===== src/soc_settings.svh =====
`ifndef SOC_SETTINGS_SVH
`define SOC_SETTINGS_SVH

// Memory map of the peripheral bus
// All addresses are byte addresses on the 64-bit bus

// First byte of the on-chip RAM
`define RAM_BASE 64'h0000_0000_0000_2000

// RAM size in 32-bit words
`define RAM_WORDS 1024

// One past the last RAM byte
`define RAM_LIMIT (`RAM_BASE + 64'd4 * `RAM_WORDS)

// Keyboard data register, read only
`define KEY_BASE 64'h0000_0000_0000_8000

// Console UART data port, write only
`define UART_BASE 64'h0000_0000_0000_8010

// PS/2 set-2 break prefix
`define PS2_BREAK 8'hF0

// Start, 8 data, odd parity, stop
`define PS2_FRAME_BITS 11

`endif


===== src/soc_pkg.sv =====
`include "soc_settings.svh"

package soc_pkg;

    // Bus address and data
    typedef logic [63:0] addr_t;
    typedef logic [63:0] xdata_t;

    // One on-chip RAM word
    typedef logic [31:0] word_t;

    // Word index into the RAM
    typedef logic [$clog2(`RAM_WORDS)-1:0] ram_index_t;

    // Keyboard codes
    typedef logic [7:0] scan_t;
    typedef logic [7:0] ascii_t;

    // Interrupt vector seen by the master
    typedef logic [3:0] irq_vec_t;

    // One bus cycle as issued by the master
    typedef struct packed {
        addr_t  addr;
        xdata_t wdata;
        logic   we;
        logic   re;
    } bus_req_t;

    // Decoded target of the current address
    typedef struct packed {
        logic ram;
        logic key;
        logic uart;
    } bus_sel_t;

    // PS/2 frame receiver states
    typedef enum logic [1:0] {
        PS2_IDLE,
        PS2_SHIFT,
        PS2_CHECK
    } ps2_state_e;

endpackage


===== src/keyboard_regs.sv =====
`timescale 1ns/1ps
`include "soc_settings.svh"

module keyboard_regs
    import soc_pkg::*;
(
    input  logic     CLOCK_50,
    input  logic     KEY0,
    input  logic     scan_valid,
    input  scan_t    scan,
    input  logic     irq_ack,
    output ascii_t   key_ascii,
    output irq_vec_t irq_vector
);

    // Set-2 make code to lower-case ASCII, zero when unmapped
    function automatic ascii_t scan_to_ascii(input scan_t code);
        case (code)
            8'h1C: return "a";
            8'h32: return "b";
            8'h21: return "c";
            8'h23: return "d";
            8'h24: return "e";
            8'h2B: return "f";
            8'h34: return "g";
            8'h33: return "h";
            8'h43: return "i";
            8'h3B: return "j";
            8'h42: return "k";
            8'h4B: return "l";
            8'h3A: return "m";
            8'h31: return "n";
            8'h44: return "o";
            8'h4D: return "p";
            8'h15: return "q";
            8'h2D: return "r";
            8'h1B: return "s";
            8'h2C: return "t";
            8'h3C: return "u";
            8'h2A: return "v";
            8'h1D: return "w";
            8'h22: return "x";
            8'h35: return "y";
            8'h1A: return "z";
            8'h45: return "0";
            8'h16: return "1";
            8'h1E: return "2";
            8'h26: return "3";
            8'h25: return "4";
            8'h2E: return "5";
            8'h36: return "6";
            8'h3D: return "7";
            8'h3E: return "8";
            8'h46: return "9";
            8'h29: return " ";
            // Enter gives carriage return
            8'h5A: return 8'h0D;
            default: return 8'h00;
        endcase
    endfunction

    ascii_t code_ascii;
    logic   break_seen;
    logic   key_hit;

    assign code_ascii = scan_to_ascii(scan);
    // A make code with a mapping, not following a break prefix
    assign key_hit = scan_valid && !break_seen && (scan != `PS2_BREAK) && (code_ascii != '0);

    always_ff @(posedge CLOCK_50 or negedge KEY0) begin
        if (!KEY0) begin
            break_seen <= 1'b0;
            key_ascii  <= '0;
            irq_vector <= '0;
        end else begin
            // Break prefix arms the flag, the next code clears it
            if (scan_valid) begin
                break_seen <= (scan == `PS2_BREAK);
            end
            if (key_hit) begin
                key_ascii <= code_ascii;
            end
            // Acknowledge wins over a new key
            if (irq_vector != '0 && irq_ack) begin
                irq_vector <= '0;
            end else if (key_hit) begin
                irq_vector <= irq_vec_t'(1);
            end
        end
    end

endmodule


===== config.mk =====
export PLATFORM = sky130hd
export DESIGN_NAME = keyboard_regs
export DESIGN_NICKNAME = d
export VERILOG_FILES = /design/src/soc_pkg.sv /design/src/keyboard_regs.sv
export VERILOG_INCLUDE_DIRS = /design/src /design/src/src
export SDC_FILE = /design/constraint.sdc
export NUM_CORES = 1
export LEC_CHECK = 0
export ABC_AREA = 1
export BUFFER_PORTS_ARGS = -buffer_cell sky130_fd_sc_hd__buf_2
export CORE_MARGIN = 4
export CORE_UTILIZATION = 40
export CTS_CLUSTER_DIAMETER = 40
export DETAILED_ROUTE_END_ITERATION = 8
export GPL_TIMING_DRIVEN = 0
export MAX_ROUTING_LAYER = met4
export SLEW_MARGIN = 20
export SYNTH_ARGS = -nofsm -noshare
export SYNTH_HDL_FRONTEND = slang
export SYNTH_SLANG_ARGS = --single-unit

===== constraint.sdc =====
create_clock -name CLOCK_50 -period 1.1 [get_ports CLOCK_50]
set_input_delay 0.33 -clock CLOCK_50 [delete_from_list [all_inputs] [get_ports CLOCK_50]]
set_output_delay 0.33 -clock CLOCK_50 [all_outputs]
set_load 0.05 [all_outputs]

==> results.md <==
* Seq/Total Area, Yosys at 18.3%
* Failing checks: negative setup slack
* Max Cap Viol at 0
* RSZ-0062 raised after global routing: true
* Pre-CTS setup slack at -1080 ps
* Die X at 63.5 um
* Worst setup margin at -704 ps
* Footprint of the multi-input gates at 1040 um2
* CP bufs+invs at 5
* HP Start: scan_valid
* Antenna diode count at 0
* Endpoint class of the critical path: register
* Avg WL per Cell at 13.7 um
* Crit-path slowest cell: ha_4
* Worst reg2reg startpoint: break_seen$_DFFE_PN0P_
* Post-route insts no fill at 296
* Synth Instances at 221
* Worst hold path type: input port to register
* CP Launch Type: input port
* Final nets at 285
* Actual slew at the worst max-slew pin at 800 ps
* Most frequent CP cell: nand2_2
* Slew Limit Fails at 0
* DIE AREA at 4030 um2
* Min cycle time layout at 1800 ps
* Area leader, netlist: nand2_1
* Synthesis-to-finish area growth at 46.7%
* Placeable core region at 2850 um2
* DRC Markers at 0
* Arr. time, crit path at 2000 ps
* First-pass GRT wire length at 6700 um
* Final Cycle Share at 164%
* VDD IR max at 614 uV
* Aggregate global routing overflow at 0
* Power Density at 896 nW/um2
* CP startpoint: scan[1]
* Vias/cell at 5.31
* # IOs at 24
* CP required at 1300 ps
* Post-synth cell types at 25
* Storage element area at 225 um2
* YS warnings at 0
* CTS tree: yes
* FMAX at 0.554 GHz
* Area of the mapped netlist at 1230 um2
* Average size of a mapped cell at 5.58 um2
* Row count at 19
* Clock Skew at 0.544 ps
* CP top delay family: simple AND/OR/NAND/NOR gates
* Fraction of layout cells with a size suffix above 1 at 34.0%
* Chip Height at 63.5 um
* Largest net degree at the start of global routing at 11
* H-tree depth at 1
* Clock sink count at 9
* Buffers on Ports at 17
* Initial antenna violation count at 0
* P_leak at 1.01 nW
* Number of global-route vias before repair at 1446
* First-pass DRT Iterations at 4
* Rel. slew slack at 46.4%
* Flops & latches, synth at 9
* CTS buffer count at 3
* Share of the synthesized area in the top cell type at 27.7%
* CP cell instances: buf_12 > clkinvlp_4 > ha_4 > nand2_4 > nand3_2 > nand2_2 > nor2_1 > nand3_1 > nand2_1 > nand2_2 > buf_4 > buf_4 > inv_1 > nand3_1 > nand2_2
* DP Cell Count at 272
* DRT antenna net count at 0
* Status: finished with violations
* Clk slew on worst S/H paths at 60 ps
* # fillers at 274
* Commonest non-fill, non-tap cells in the layout: nand2_1 (75), nand3_1 (39), buf_4 (25)
* Clk buf depth at 2
* CP max stage delay at 350 ps
* Total Routed Length at 4060 um
* Final GP Congestion at 0.938
* Crit Path Max Fanout at 6
* Vias at 1571
* Final hold vios at 0
* Utilization after layout at 63.4%
* Worst-Skew Late Latency at 260 ps
* GRT Util Overall at 20.7%
* Area contributors post-synth: nand2_1 (28%), dfrtp_1 (18%), nand3_1 (18%)
* Iter 0 DRT Violations at 95
* Hpwl dp at 2790 um
* Starting Density at 43.2%
* Commonest non-fill, non-tap cell in the layout: nand2_1
* Critical path class: input port to register
* CTS root buffer: clkbuf_4
* Final setup vio count at 16
* Tot Pwr at 1.62 mW
* Total negative slack at -5710 ps
final timing paths:
check / endpoint / slack [ps] / depth (start not counted)
max: key_ascii[0]$_DFFE_PN0P_ / -700 / 15
min: break_seen$_DFFE_PN0P_ / 280 / 3
max reg2reg: key_ascii[0]$_DFFE_PN0P_ / -350 / 3
min reg2reg: key_ascii[3]$_DFFE_PN0P_ / 510 / 2
max in group asynchronous: key_ascii[2]$_DFFE_PN0P_ / 460 / 2
min in group asynchronous: key_ascii[5]$_DFFE_PN0P_ / 460 / 2
registers in the layout, summed over array words and instances (netlist names):
register	flops
key_ascii	7
break_seen	1
irq_vector	1
cells in the mapped netlist:
cell / n
or2_2: 1
a21oi_1: 7
nor2_4: 1
nand2_4: 2
nor3_2: 1
inv_2: 3
nor2_1: 9
o21ai_0: 2
nand2_1: 91
o211ai_1: 1
buf_1: 1
buf_4: 7
clkinv_1: 1
inv_1: 23
nand3_1: 44
nor4_1: 1
ha_1: 7
nor2_2: 3
dfrtp_1: 9
nor3_1: 1
nand3b_1: 1
o21ai_1: 1
nand2_2: 2
conb_1: 1
buf_2: 1
per-layer routing:
metal	part of all wire, %	wire length [um]	track usage [%]	up-vias
li1	-	-	-	779
met3	7.6	310	2.66	2
met4	0.37	15	3.23	0
met5	0	0	-	-
met1	43	1750	27.9	719
met2	49	1980	33.5	71
where the power goes:
group,switching [mW],internal (mW),leakage [nW]
clock,0.119,0.140,0.0150
combinational,0.589,0.367,0.877
sequential,0.0324,0.373,0.119
cell type report:
type / count / area share (%)
Buffer: 9 / 3.39
Clock buffer: 4 / 1.45
Timing Repair Buffer: 36 / 16.9
Tap cell: 31 / 2.15
Sequential cell: 9 / 12.5
Inverter: 27 / 6.02
Multi-Input combinational cell: 180 / 57.6
worst reg2reg max path: cells and delay by family (launching register included):
family / cells / cell delay, ps
simple gates: 3 / 1000
flops: 1 / 390
repair_timing:
item	4_1_cts	5_1_grt
buffers inserted	12	6
hold buffers	1	0
setup endpoints to repair	16	17
gates cloned	1	0
gates resized for setup	46	7
endpoints found under the hold margin	9	0
pin swaps	19	7
cells by family (layout without fill, tap and decap cells):
| logic type | count (synthesis) | after routing | synth area share (%) |
|---|---|---|---|
| buffers and inverters | 36 | 76 | 13.2 |
| adders and majority gates | 7 | 7 | 7.11 |
| AOI/OAI and AO/OA | 11 | 11 | 4.67 |
| and+or+nand+nor | 157 | 158 | 56.4 |
| DFF | 9 | 9 | 18.3 |
| other | 1 | 4 | 0.304 |
stage by stage:
step	hold slack (ps)	cell area (um2)
CTS	272	1730
detailed placement	192	1420
finish	278	1810
global route	297	1810
global placement	184	1420
floorplan	34.4	1300
No activity file was read; power rests on OpenSTA's default activity.
