--- config.mk ---
export PLATFORM = sky130hd
export DESIGN_NAME = bus_decoder
export DESIGN_NICKNAME = d
export VERILOG_FILES = /design/src/soc_pkg.sv /design/src/bus_decoder.sv
export VERILOG_INCLUDE_DIRS = /design/src /design/src/src
export SDC_FILE = /design/constraint.sdc
export NUM_CORES = 1
export LEC_CHECK = 0
export BUFFER_PORTS_ARGS = -buffer_cell sky130_fd_sc_hd__buf_2
export CAP_MARGIN = 20
export CORE_AREA = 5 5 119 121
export DETAILED_ROUTE_END_ITERATION = 10
export DIE_AREA = 0 0 124 126
export GPL_ROUTABILITY_DRIVEN = 0
export PLACE_DENSITY = 0.55
export SLEW_MARGIN = 15
export SYNTH_ARGS = -nofsm -noshare
export SYNTH_HDL_FRONTEND = slang
export SYNTH_SLANG_ARGS = --single-unit
--- constraint.sdc ---
create_clock -name CLOCK_50 -period 1.24 [get_ports CLOCK_50]
set_input_delay 0.062 -clock CLOCK_50 [delete_from_list [all_inputs] [get_ports CLOCK_50]]
set_output_delay 0.062 -clock CLOCK_50 [all_outputs]
set_load 0.05 [all_outputs]
--- src/soc_settings.svh ---
`ifndef SOC_SETTINGS_SVH
`define SOC_SETTINGS_SVH

// Memory map of the peripheral bus
// All addresses are byte addresses on the 64-bit bus

// First byte of the on-chip RAM
`define RAM_BASE 64'h0000_0000_0000_2000

// RAM size in 32-bit words
`define RAM_WORDS 1024

// One past the last RAM byte
`define RAM_LIMIT (`RAM_BASE + 64'd4 * `RAM_WORDS)

// Keyboard data register, read only
`define KEY_BASE 64'h0000_0000_0000_8000

// Console UART data port, write only
`define UART_BASE 64'h0000_0000_0000_8010

// PS/2 set-2 break prefix
`define PS2_BREAK 8'hF0

// Start, 8 data, odd parity, stop
`define PS2_FRAME_BITS 11

`endif

--- src/soc_pkg.sv ---
`include "soc_settings.svh"

package soc_pkg;

    // Bus address and data
    typedef logic [63:0] addr_t;
    typedef logic [63:0] xdata_t;

    // One on-chip RAM word
    typedef logic [31:0] word_t;

    // Word index into the RAM
    typedef logic [$clog2(`RAM_WORDS)-1:0] ram_index_t;

    // Keyboard codes
    typedef logic [7:0] scan_t;
    typedef logic [7:0] ascii_t;

    // Interrupt vector seen by the master
    typedef logic [3:0] irq_vec_t;

    // One bus cycle as issued by the master
    typedef struct packed {
        addr_t  addr;
        xdata_t wdata;
        logic   we;
        logic   re;
    } bus_req_t;

    // Decoded target of the current address
    typedef struct packed {
        logic ram;
        logic key;
        logic uart;
    } bus_sel_t;

    // PS/2 frame receiver states
    typedef enum logic [1:0] {
        PS2_IDLE,
        PS2_SHIFT,
        PS2_CHECK
    } ps2_state_e;

endpackage

--- src/bus_decoder.sv ---
`timescale 1ns/1ps
`include "soc_settings.svh"

module bus_decoder
    import soc_pkg::*;
(
    input  logic       CLOCK_50,
    input  logic       KEY0,
    input  bus_req_t   bus_req,
    input  ascii_t     key_ascii,
    input  word_t      ram_rdata,
    output logic       ram_we,
    output ram_index_t ram_index,
    output word_t      ram_wdata,
    output xdata_t     read_data,
    output logic       uart_write,
    output word_t      uart_data
);

    bus_sel_t sel;
    addr_t    ram_offset;
    logic     uart_hit;
    logic     uart_prev;

    // Read strobe and targets, two stages deep
    logic     rd_q1;
    logic     rd_q2;
    bus_sel_t sel_q1;
    bus_sel_t sel_q2;

    // Address compare against the memory map
    always_comb begin
        sel      = '0;
        sel.ram  = (bus_req.addr >= `RAM_BASE) && (bus_req.addr < `RAM_LIMIT);
        sel.key  = (bus_req.addr == `KEY_BASE);
        sel.uart = (bus_req.addr == `UART_BASE);
    end

    // Word index from the byte offset into the RAM
    assign ram_offset = bus_req.addr - `RAM_BASE;
    assign ram_index  = ram_index_t'(ram_offset >> 2);
    assign ram_we     = bus_req.we && sel.ram;
    assign ram_wdata  = bus_req.wdata[31:0];

    // UART strobe fires on the first cycle of a write only
    assign uart_hit   = bus_req.we && sel.uart;
    assign uart_write = uart_hit && !uart_prev;
    assign uart_data  = bus_req.wdata[31:0];

    always_ff @(posedge CLOCK_50 or negedge KEY0) begin
        if (!KEY0) begin
            uart_prev <= 1'b0;
        end else begin
            uart_prev <= uart_hit;
        end
    end

    // Targets travel with the read strobe until the RAM word is out
    always_ff @(posedge CLOCK_50 or negedge KEY0) begin
        if (!KEY0) begin
            rd_q1  <= 1'b0;
            rd_q2  <= 1'b0;
            sel_q1 <= '0;
            sel_q2 <= '0;
        end else begin
            rd_q1  <= bus_req.re;
            rd_q2  <= rd_q1;
            sel_q1 <= sel;
            sel_q2 <= sel_q1;
        end
    end

    // Registered read mux
    // Holds its value for unmapped reads and idle cycles
    always_ff @(posedge CLOCK_50 or negedge KEY0) begin
        if (!KEY0) begin
            read_data <= '0;
        end else if (rd_q2) begin
            if (sel_q2.ram) begin
                read_data <= {32'd0, ram_rdata};
            end else if (sel_q2.key) begin
                read_data <= {56'd0, key_ascii};
            end
        end
    end

endmodule

==> summary.txt <==
Routing
  – Post-DRT Antenna Nets: 0
  – Vias/cell: 3.736
  – Routed len/inst: about 15 um
  – Drt first-iter violations: 76
  – Via count: 1883
  – Remaining DRCs: 0
  – Drt total wl: 7542 um
  – Detailed Routing Iterations Pass 1: 4

Final layout
  – ANT cells: 0
  – Final #Nets: 500
  – Share of cells above drive strength 1: about 60%
  – Multi-input gate area: 818.3 sq um
  – Fill cells: between 1k and 1.5k
  – Reg area: 975.9 sq um
  – Finished Cell Area: 0.003162 sq mm
  – Core Util, Final: 24.36%
  – Layout area overhead: 31.41%

Logic synthesis
  – Ranking of synthesized cells by area: dfrtp_1, buf_4, a22o_1, nor4_1, mux2i_1
  – Post-synth top flop: dfrtp_1
  – Avg Cell Area, Syn: 10.28 sq um
  – FF+latch count, synth: 39
  – Top-area cell type share of the netlist area: approximately two fifths
  – Cell Area, Synth: around 0.0024 sq mm
  – Sequential fraction of the synthesis area: between 40% and 50%
  – Yosys warns: 0
  – Unique masters post-synth: 25
  – EDFF count, synth: 0
  – Fraction of registers with async set/reset: 100.0%
  – Leading area contributor after synthesis: dfrtp_1
  – Post-Syn Instances: around 230

STA
  – Skew final: about 3.0 ps
  – Total Neg Setup Slack: -868.9 ps
  – Final Max Slew Viols: 0
  – Final Cycle Share: 146.5%
  – Final setup viols: 3
  – Final hold vios: 0
  – Fin crit period: about 1800 ps
  – Final setup margin: -576.3 ps
  – Fmax: 550.6 MHz
  – RSZ-0062 raised after global routing: yes

Status
  – Status: complete, but fails checks
  – Violated checks: negative setup slack

CTS
  – Clk slew on worst S/H paths: ~50 ps
  – CTS buffer count: 5
  – H-tree depth: 2
  – Clock Latency Late Sink: 270 ps
  – CTS tree: done
  – CTS sink count: 39
  – CTS Root Cell: clkbuf_16
  – CTS max path bufs: 2

Floorplanning
  – Die area: approximately 0.016 sq mm
  – DIE HEIGHT: roughly 130 um
  – Die X: about 120 um
  – Initial Util: a little under a fifth
  – Top-Level Pins: 312
  – Core ar.: between 0.01 and 0.015 sq mm
  – Std cell rows: 42

Critical path
  – Worst setup SP type: primary input
  – Crit. End Element: output pin
  – CP max FO: 2
  – Worst Path Arrival: 1750 ps
  – CP max-delay cell: or4_4
  – Critical path required time: 1180 ps
  – Crit path largest cell delay: about 550 ps
  – Kind of critical path: in2out
  – Cell Chain, Critical Path: buf_6 > or4_4 > or4b_4 > nor3_4 > nor3b_4 > buf_6
  – CP most frequent cell: buf_6

Global route
  – First-pass GRT wire length: 10710 um
  – Number of global-route vias before repair: 1910
  – GRT Total Usage: roughly 8.7%
  – Largest net degree at the start of global routing: 32
  – Met1 global-route usage: 8.845%
  – GRT overflow: 0
  – M2 GR Usage: 15.53%
  – Gr busiest metal: met2
  – Met3 Track Usage GR: between 3 and 4%
  – Initial antenna violation count: 0

Min path
  – Hold crit path type: in2reg

Power
  – Pwr Density: roughly 1000 mW/mm^2
  – Logic pwr share: a little under a fifth
  – Leak: between 1.5 and 2 nW
  – Psw: around 0.00083 W
  – Clk pwr share: roughly two fifths
  – Peak VDD IR: ~0.00046 V
  – P_int: around 0.0022 W
  – Switching Fraction: a little over a quarter
  – Sequential Power Share: 41.5%

Place
  – Hpwl dp: around 6400 um
  – Post-DP Area: roughly 0.0028 sq mm
  – I/O Buffers: 151

Flow run
  – MaxCap Viol Count: 0
[through the flow]
| stage | total power [W] | worst slack, ps | hold slack, ps | std cells |
|---|---|---|---|---|
| global route | 0.003216 | -640.4 | 2.800 | 504 |
| finish | 0.003081 | -576.3 | 6.878 | 504 |
| CTS | 0.003124 | -562.9 | 2.284 | 502 |
| global placement | 0.001841 | -658.8 | -49.80 | 492 |
| detailed placement | 0.001846 | -667.6 | -47.66 | 492 |
| floorplan | 0.002254 | -521.2 | -233.6 | 265 |
[logic make-up (layout without fill, tap and decap cells)]
family,after synthesis,after routing,synth area share (%)
buffers and inverters,114,177,34.37
DFF,39,39,40.56
muxes,8,8,3.328
AOI/OAI and AO/OA,33,33,10.61
and+or+nand+nor,39,39,10.97
other,1,32,0.1559
[power groups by stage]
stage          sequential (W)  clock, W  combinational [W]
2_1_floorplan         0.00130         0           0.000954
3_3_place_gp          0.00130         0           0.000540
3_5_place_dp          0.00130         0           0.000545
4_1_cts               0.00128   0.00127           0.000580
5_1_grt               0.00128   0.00131           0.000626
6_report              0.00128   0.00122           0.000587
[layout by cell type, fill, tap and decap left out]
cell type | Yosys | final
nand2_1 | 8 | 8
o21ai_1 | 9 | 8
nand4_1 | 1 | 1
or4_4 | 1 | 1
or4b_4 | 0 | 1
nor2_1 | 2 | 2
nor3_4 | 0 | 1
nor4_2 | 1 | 10
nand4_2 | 1 | 1
and4_1 | 2 | 2
o21ai_2 | 0 | 1
buf_2 | 1 | 141
and2_1 | 1 | 1
and3_1 | 1 | 1
buf_4 | 106 | 14
nor4bb_1 | 2 | 2
clkbuf_16 | 0 | 5
buf_6 | 0 | 10
nor3b_4 | 0 | 1
clkinv_2 | 0 | 1
clkbuf_8 | 0 | 1
a22o_1 | 24 | 24
nor4_1 | 13 | 4
nor4b_4 | 0 | 1
nor2b_4 | 0 | 1
buf_12 | 0 | 3
nand3_1 | 1 | 1
dlygate4sd3_1 | 0 | 2
dfrtp_1 | 39 | 39
conb_1 | 1 | 32
mux2i_1 | 8 | 8
[flip-flops by register name, summed over array words and instances (netlist names)]
register	cells
read_data	32
sel_q1	2
sel_q2	2
rd_q1	1
rd_q2	1
uart_prev	1
[what timing repair did]
item	4_1_cts	5_1_grt
pin swaps	9	0
hold buffers	2	0
gates cloned	0	0
buffers inserted	1	2
endpoints found under the setup margin	3	3
hold endpoints to repair	40	0
gates resized for setup	19	5
[synthesized netlist by cell type, drive strengths merged (2+ instances only)]
cell type	number
a22o	24
and4	2
buf	107
clkbuf	7
dfrtp	39
mux2i	8
nand2	8
nand4	2
nor2	2
nor4	14
nor4bb	2
o21ai	9
[layer usage]
layer,routed length (um),part of all wire (%),vias up
met3,1145,15,23
met1,2338,31,857
met2,3847,51,143
met4,211,2.8,0
met5,0,0,-
li1,-,-,860
[area by class of cell]
type                    instances  area share, %
clock buffers                   6          4.393
clock inverters                 1         0.1583
multi-input cells             112          25.88
flip-flops and latches         39          30.87
well taps                     176          6.965
repair buffers                170          31.74
[worst paths after layout]
| check | from | endpoint | slack [ps] | cells past startpoint |
|---|---|---|---|---|
| worst max-delay path | bus_req[69] | uart_write | -580 | 6 |
| worst min-delay path | ram_rdata[18] | read_data[18] | 7 | 2 |
| worst max register to register | sel_q2[2] | read_data[11] | 190 | 3 |
| worst min register to register | sel_q1[2] | sel_q2[2] | 350 | 0 |
| max in group asynchronous | KEY0 | sel_q2[2] | 580 | 3 |
| min in group asynchronous | KEY0 | read_data[23] | 230 | 2 |
[critical path, delay by kind of cell]
kind,cells,cell delay (ps)
and+or+nand+nor,4,1410
buffers and inverters,2,270
Note: power is estimated with default switching activity, not from simulation.
