### config.mk
export PLATFORM = sky130hd
export DESIGN_NAME = ps2_receiver
export DESIGN_NICKNAME = d
export VERILOG_FILES = /design/src/soc_pkg.sv /design/src/ps2_receiver.sv
export VERILOG_INCLUDE_DIRS = /design/src /design/src/src
export SDC_FILE = /design/constraint.sdc
export NUM_CORES = 1
export LEC_CHECK = 0
export ABC_AREA = 1
export BUFFER_PORTS_ARGS = -buffer_cell sky130_fd_sc_hd__buf_2
export CELL_PAD_IN_SITES_DETAIL_PLACEMENT = 0
export CELL_PAD_IN_SITES_GLOBAL_PLACEMENT = 1
export CORE_ASPECT_RATIO = 1.4
export CORE_MARGIN = 8
export CORE_UTILIZATION = 30
export DETAILED_ROUTE_END_ITERATION = 8
export PLACE_DENSITY_LB_ADDON = 0.12
export SYNTH_ARGS = -nofsm -noshare
export SYNTH_HDL_FRONTEND = slang
export SYNTH_SLANG_ARGS = --single-unit
### constraint.sdc
create_clock -name CLOCK_50 -period 2 [get_ports CLOCK_50]
set_input_delay 0.1 -clock CLOCK_50 [delete_from_list [all_inputs] [get_ports CLOCK_50]]
set_output_delay 0.1 -clock CLOCK_50 [all_outputs]
set_load 0.03 [all_outputs]
### src/soc_settings.svh
`ifndef SOC_SETTINGS_SVH
`define SOC_SETTINGS_SVH

// Memory map of the peripheral bus
// All addresses are byte addresses on the 64-bit bus

// First byte of the on-chip RAM
`define RAM_BASE 64'h0000_0000_0000_2000

// RAM size in 32-bit words
`define RAM_WORDS 1024

// One past the last RAM byte
`define RAM_LIMIT (`RAM_BASE + 64'd4 * `RAM_WORDS)

// Keyboard data register, read only
`define KEY_BASE 64'h0000_0000_0000_8000

// Console UART data port, write only
`define UART_BASE 64'h0000_0000_0000_8010

// PS/2 set-2 break prefix
`define PS2_BREAK 8'hF0

// Start, 8 data, odd parity, stop
`define PS2_FRAME_BITS 11

`endif

### src/soc_pkg.sv
`include "soc_settings.svh"

package soc_pkg;

    // Bus address and data
    typedef logic [63:0] addr_t;
    typedef logic [63:0] xdata_t;

    // One on-chip RAM word
    typedef logic [31:0] word_t;

    // Word index into the RAM
    typedef logic [$clog2(`RAM_WORDS)-1:0] ram_index_t;

    // Keyboard codes
    typedef logic [7:0] scan_t;
    typedef logic [7:0] ascii_t;

    // Interrupt vector seen by the master
    typedef logic [3:0] irq_vec_t;

    // One bus cycle as issued by the master
    typedef struct packed {
        addr_t  addr;
        xdata_t wdata;
        logic   we;
        logic   re;
    } bus_req_t;

    // Decoded target of the current address
    typedef struct packed {
        logic ram;
        logic key;
        logic uart;
    } bus_sel_t;

    // PS/2 frame receiver states
    typedef enum logic [1:0] {
        PS2_IDLE,
        PS2_SHIFT,
        PS2_CHECK
    } ps2_state_e;

endpackage

### src/ps2_receiver.sv
`timescale 1ns/1ps
`include "soc_settings.svh"

module ps2_receiver
    import soc_pkg::*;
(
    input  logic  CLOCK_50,
    input  logic  KEY0,
    input  logic  ps2_clk,
    input  logic  ps2_dat,
    output logic  scan_valid,
    output scan_t scan
);

    // Two-flop synchronizers, lines idle high
    logic [1:0] clk_sync;
    logic [1:0] dat_sync;
    logic       clk_last;
    logic       clk_fall;

    ps2_state_e state;
    // Bits of the frame taken so far, start bit included
    logic [3:0] bit_cnt;
    // Data bits then parity, LSB first
    logic [8:0] shreg;

    always_ff @(posedge CLOCK_50 or negedge KEY0) begin
        if (!KEY0) begin
            clk_sync <= 2'b11;
            dat_sync <= 2'b11;
            clk_last <= 1'b1;
        end else begin
            clk_sync <= {clk_sync[0], ps2_clk};
            dat_sync <= {dat_sync[0], ps2_dat};
            clk_last <= clk_sync[1];
        end
    end

    // Device drives data on the falling clock edge
    assign clk_fall = clk_last && !clk_sync[1];

    always_ff @(posedge CLOCK_50 or negedge KEY0) begin
        if (!KEY0) begin
            state      <= PS2_IDLE;
            bit_cnt    <= '0;
            scan_valid <= 1'b0;
        end else begin
            scan_valid <= 1'b0;
            if (clk_fall) begin
                case (state)
                    PS2_IDLE: begin
                        // Only a low start bit opens a frame
                        if (!dat_sync[1]) begin
                            state   <= PS2_SHIFT;
                            bit_cnt <= 4'd1;
                        end
                    end
                    PS2_SHIFT: begin
                        bit_cnt <= bit_cnt + 4'd1;
                        // Parity is the last bit before the stop bit
                        if (bit_cnt == `PS2_FRAME_BITS - 2) begin
                            state <= PS2_CHECK;
                        end
                    end
                    PS2_CHECK: begin
                        // Stop bit high and odd parity over data plus parity
                        scan_valid <= dat_sync[1] && (^shreg);
                        state      <= PS2_IDLE;
                    end
                    default: state <= PS2_IDLE;
                endcase
            end
        end
    end

    // Frame payload
    always_ff @(posedge CLOCK_50) begin
        if (clk_fall && state == PS2_SHIFT) begin
            shreg <= {dat_sync[1], shreg[8:1]};
        end
        if (clk_fall && state == PS2_CHECK) begin
            scan <= shreg[7:0];
        end
    end

endmodule

==> out/metrics.yaml, run 1 <==
clock_tree:
  cts_buffer_depth: 2
  clk_latency_ns: 0.27
  cts.sinks: 29
  cts_tree: "done"
  cts_resized: 0
  h-tree-depth: 2
  cts_root_buf: "clkbuf_8"
  post_cts_buffers: 0
  holdBufCountCts: 3
  path_clk_slew_ns: 0.06
  cts_buffers: 5
yosys:
  synth_top_area_share_pct: 40.80
  ys_seq_area_share_pct: 65.30
  synthCells: 117
  yosysMostFrequentCell: "nand2_1"
  synth-edff-count: 17
  synthTopCellsByCount: "40 x nand2_1, 17 x edfxtp_1, 17 x inv_1"
  synth_area_sq_mm: 0.001251
  synthesis.nets: 123
  async_flop_share_pct: 41.38
  avgSynthCellArea_sq_um: 10.69
  ys.flop_type: "edfxtp_1"
  synthTopCellsByArea: "edfxtp_1 41%, dfrtp_1 14%, nand2_1 12%, dfstp_2 11%, inv_1 5.1%"
  synth_area_leader_cell: "edfxtp_1"
  synth_cell_types: 22
  synth_seq_cells: 29
  yosysWarningCount: 0
worst_setup_path:
  worstPathCellList: "inv_1 > nor2_8 > nand2_1 > inv_1"
  critPathLaunchType: "flop"
  crit_top_cell: "inv_1"
  critPathRequiredTime_ns: 1.93
  cpLargestDelayFamily: "flip-flops"
  endpoint_kind: "flop"
  critical_path.slowest_cell: "dfstp_2"
  cp_max_fo: 9
  critPathArrivalTime_ns: 1.34
  cp_num_buf_inv: 2
  critPathMaxStageDelay_ns: 0.51
  worstSetupPathType: "reg -> reg"
final_layout:
  nFillCells: 432
  final_layout_size_suffix_gt1_share_pct: 25.53
  final_util_pct: 36.17
  diodes: 0
  nets: 146
  syn_to_final_growth_pct: 19.50
global_route:
  antenna_found_initial: 0
  grt_start_max_net_pins: 13
  grt_pass1_wl_um: 3691
  grt_overflow: 0
  grt_use_total_pct: 7.654
  grt_pass1_vias: 807
timing:
  slew_viol_final: 0
  tightest_slew_ns: 0.3428
  hold_viol: 0
  tns_ns: 0
  slew_headroom_pct: 77.12
  fin_ws_ns: 0.5926
  period_share_pct: 70.37
  fin_crit_ns: 1.407
  rsz0062_at_grt: "false"
  max_freq_mhz: 710.5
  clock-skew-final_ns: 0.006213
  setup_viol: 0
  whs_ns: 0.2281
detailed_routing:
  drcViolationCount: 0
  via_per_inst: 4.344
  drt-initial-drc-count: 9
  final_antenna_net_count: 0
  wl_per_cell_um: 11.83
  num_vias: 808
  wl_um: 2200
  drtPass1Iterations: 4
run:
  drv_cap: 0
power:
  clkPwrFrac_pct: 29.9
  power_density_mw_per_mm2: 1058
  leakagePower_nw: 0.6911
  seqPwrFrac_pct: 51.5
  sw_frac_of_total_pct: 29.34
  p_switching_mw: 0.4639
  ir_worst_vdd_uv: 413.4
  total_power_mw: 1.581
  pwr-share-comb_pct: 18.6
  p_int_mw: 1.117
die:
  die_area_sq_mm: 0.006522
  die_x_um: 70.58
  core_area_sq_mm: 0.004134
  initial_utilization_pct: 30.27
  die_y_um: 92.41
  ios: 13
  rows: 28
placement:
  gp_congestion: 0.7195
  hpwl_um: 1726
  dp_slack_ns: 0.5565
  port_buffers: 12
hold_path:
  hold_path.class: "in -> async"
outcome:
  status: "finished clean"
per-layer routing:
| metal | track usage [%] | share of wire [%] |
|---|---|---|
| met5 | 0 | 0 |
| met4 | 4.704 | 2.4 |
| met3 | 3.784 | 4.5 |
| met2 | 13.66 | 54 |
| met1 | 6.671 | 39 |
metrics by stage:
step                      instance area (sq um)  std cells
after floorplan                            1251        117
after global placement                     1375        175
after detailed placement                   1375        175
after CTS                                  1495        186
after global routing                       1495        186
final                                      1495        186
cells by family after synthesis:
family / after synthesis / synth area share, %
buffers and inverters: 19 / 5.700
adder cells (fa/ha/maj): 2 / 2.000
flip-flops: 29 / 65.30
AND/OR/NAND/NOR: 59 / 22.90
AO/OA/AOI/OAI: 8 / 4.100
state kept, by name, summed over array words and instances, names as in the netlist:
| name | flops |
|---|---|
| dat_sync | 2 |
| state | 2 |
| shreg | 9 |
| clk_last | 1 |
| bit_cnt | 4 |
| scan_valid | 1 |
| clk_sync | 2 |
| scan | 8 |
final cells by class:
class	instances	area (sq um)	share of cell area, %
sequential	29	817.0	54.64
timing repair buffer	16	97.59	6.527
tap	45	56.30	3.766
inverter	19	71.32	4.770
multi-input combinational	69	362.8	24.27
clock buffer	8	90.09	6.025
power by group through the flow:
stage | registers (mW) | clock network [mW] | logic (mW)
5_1_grt | 0.830 | 0.526 | 0.340
6_report | 0.814 | 0.473 | 0.294
3_3_place_gp | 0.826 | 0 | 0.286
4_1_cts | 0.816 | 0.498 | 0.301
3_5_place_dp | 0.825 | 0 | 0.297
2_1_floorplan | 0.827 | 0 | 0.207
layout by cell type (no fill, tap or decap), types with 3 or more instances in the layout:
| cell | instances |
|---|---|
| buf_2 | 12 |
| nor2_1 | 4 |
| dfrtp_1 | 7 |
| edfxtp_1 | 17 |
| nand2_1 | 40 |
| nor2_2 | 4 |
| o21ai_0 | 3 |
| clkbuf_8 | 6 |
| nor3_1 | 3 |
| dlygate4sd3_1 | 3 |
| dfstp_2 | 5 |
| inv_1 | 17 |
worst register-to-register path: cells and delay by family (launching register included):
kind | cells | cell delay (ns)
flip-flops | 1 | 0.51
AND/OR/NAND/NOR | 2 | 0.21
buffers and inverters | 2 | 0.36
path summary, 6_finish.rpt:
path                        startpoint     endpoint  slack [ns]  cells after the start
max in group asynchronous         KEY0     clk_last        1.49                      2
min                               KEY0   bit_cnt[2]        0.23                      2
max reg2reg                   clk_last     shreg[3]        0.59                      4
min reg2reg                clk_sync[0]  clk_sync[1]        0.35                      0
min in group CLOCK_50      clk_sync[0]  clk_sync[1]        0.35                      0
max                           clk_last     shreg[3]        0.59                      4
No activity file was read; power rests on OpenSTA's default activity.
==> run 2: changes to the inputs <==
==> constraint.sdc (replaced) <==
create_clock -name CLOCK_50 -period 1.5 [get_ports CLOCK_50]
set_input_delay 0.075 -clock CLOCK_50 [delete_from_list [all_inputs] [get_ports CLOCK_50]]
set_output_delay 0.075 -clock CLOCK_50 [all_outputs]
set_load 0.03 [all_outputs]
==> out/metrics.yaml, run 2 (synthesis results as in run 1) <==
outcome:
  status: "finished clean"
hold_path:
  hold_path.class: "in -> async"
die:
  die_area_sq_mm: 0.006522
  rows: 28
  initial_utilization_pct: 30.27
  die_x_um: 70.58
  core_area_sq_mm: 0.004134
  die_y_um: 92.41
  ios: 13
final_layout:
  final_layout_size_suffix_gt1_share_pct: 28.37
  largestRegisters: "shreg: 9 flops, scan: 8 flops, bit_cnt: 4 flops"
  syn_to_final_growth_pct: 19.90
  nets: 146
  final_common_cell: "nand2_1"
  layout.cells.non_filler: 186
  final_cell_area_sq_mm: 0.001500
  largest_register_ffs: 9
  diodes: 0
  final_cell_mix: "40 x nand2_1, 17 x edfxtp_1, 16 x inv_1"
  regMostFlops: "shreg"
power:
  power_density_mw_per_mm2: 1389
  total_power_mw: 2.083
  leakagePower_nw: 0.6808
  ir_worst_vdd_uv: 491.0
detailed_routing:
  final_antenna_net_count: 0
  wl_um: 2181
  wl_per_cell_um: 11.73
  drt-initial-drc-count: 35
  drcViolationCount: 0
  drtPass1Iterations: 4
  via_per_inst: 4.323
  num_vias: 804
clock_tree:
  path_clk_slew_ns: 0.06
  cts_tree: "done"
  clk_latency_ns: 0.27
  cts_buffers: 5
  cts.sinks: 29
  cts_buffer_depth: 2
  cts_root_buf: "clkbuf_8"
  h-tree-depth: 2
timing:
  fin_crit_ns: 1.344
  rsz0062_at_grt: "false"
  tns_ns: 0
  clock-skew-final_ns: 0.005697
  period_share_pct: 89.62
  hold_viol: 0
  slew_headroom_pct: 78.36
  setup_viol: 0
  tightest_slew_ns: 0.3217
  max_freq_mhz: 743.9
  slew_viol_final: 0
  whs_ns: 0.2015
worst_setup_path:
  worstSetupPathType: "reg -> reg"
  endpoint_kind: "flop"
  cp_max_fo: 8
  critPathLaunchType: "flop"
  critPathRequiredTime_ns: 1.48
  critPathArrivalTime_ns: 1.32
placement:
  gp_congestion: 0.7415
  port_buffers: 12
  dp_cells: 175
  hpwl_um: 1677
  placedInstanceArea_sq_mm: 0.001380
run:
  drv_cap: 0
global_route:
  antenna_found_initial: 0
  grt_start_max_net_pins: 13
  grt_pass1_vias: 826
  grt_pass1_wl_um: 3739
  grt_use_total_pct: 7.680
  grt_overflow: 0
-- run 2: cell count changes in the layout (fill, tap and decap cells not counted), sizes merged --
cell,previous run,this run
inv,19,18
clkinvlp,0,2
clkinv,0,2
clkbuf,8,5
-- run 2: power by group --
group          internal (mW)  total (mW)  switching, mW  leakage, nW
clock network          0.319       0.603          0.284       0.0439
logic                  0.138       0.393          0.255        0.339
registers              0.980        1.09          0.107        0.298
-- run 2: layout make-up --
class / count / area [sq um]
Tap cell: 45 / 56.30
Fill cell: 430 / 2634
Sequential cell: 29 / 817.0
Clock inverter: 3 / 17.52
Multi-Input combinational cell: 69 / 367.9
Inverter: 19 / 75.07
Clock buffer: 5 / 68.82
Timing Repair Buffer: 16 / 97.59
-- run 2: worst max-delay path, stage by stage, from the launching register on --
cell	delay (ns)
dfstp_2	0.51
inv_1	0.08
nor2_8	0.11
inv_1	0.07
nor3_2	0.09
buf_4	0.19
-- run 2: what timing repair did --
action / CTS / global route
hold buffers: 3 / 0
buffers inserted: 0 / 0
gates resized for setup: 0 / 1
endpoints found under the hold margin: 14 / 0
setup endpoints to repair: 0 / 9
-- run 2: worst paths after layout --
kind                            slack (ns)  cells past startpoint        start     endpoint
worst max-delay path                  0.16                      5     clk_last      scan[4]
worst min-delay path                  0.20                      2         KEY0   bit_cnt[2]
worst max register to register        0.16                      5     clk_last      scan[4]
worst min register to register        0.35                      0  clk_sync[0]  clk_sync[1]
max in group asynchronous             1.02                      2         KEY0     clk_last
min in group CLOCK_50                 0.35                      0  clk_sync[0]  clk_sync[1]
-- run 2: routing by layer --
layer	up-vias	GRT usage [%]	wire (um)	share of wire (%)
li1	415	-	-	-
met4	0	4.181	23	1.1
met1	371	7.597	870	40
met3	2	3.784	112	5.1
met5	-	0	0	0
met2	16	12.89	1173	54
-- run 2: through the flow --
step / utilization (%) / worst slack (ns)
finish: 36.29 / 0.1558
global route: 36.29 / 0.07747
CTS: 36.20 / 0.06046
detailed placement: 33.38 / 0.05285
global placement: 33.38 / 0.1163
floorplan: - / 0.02890
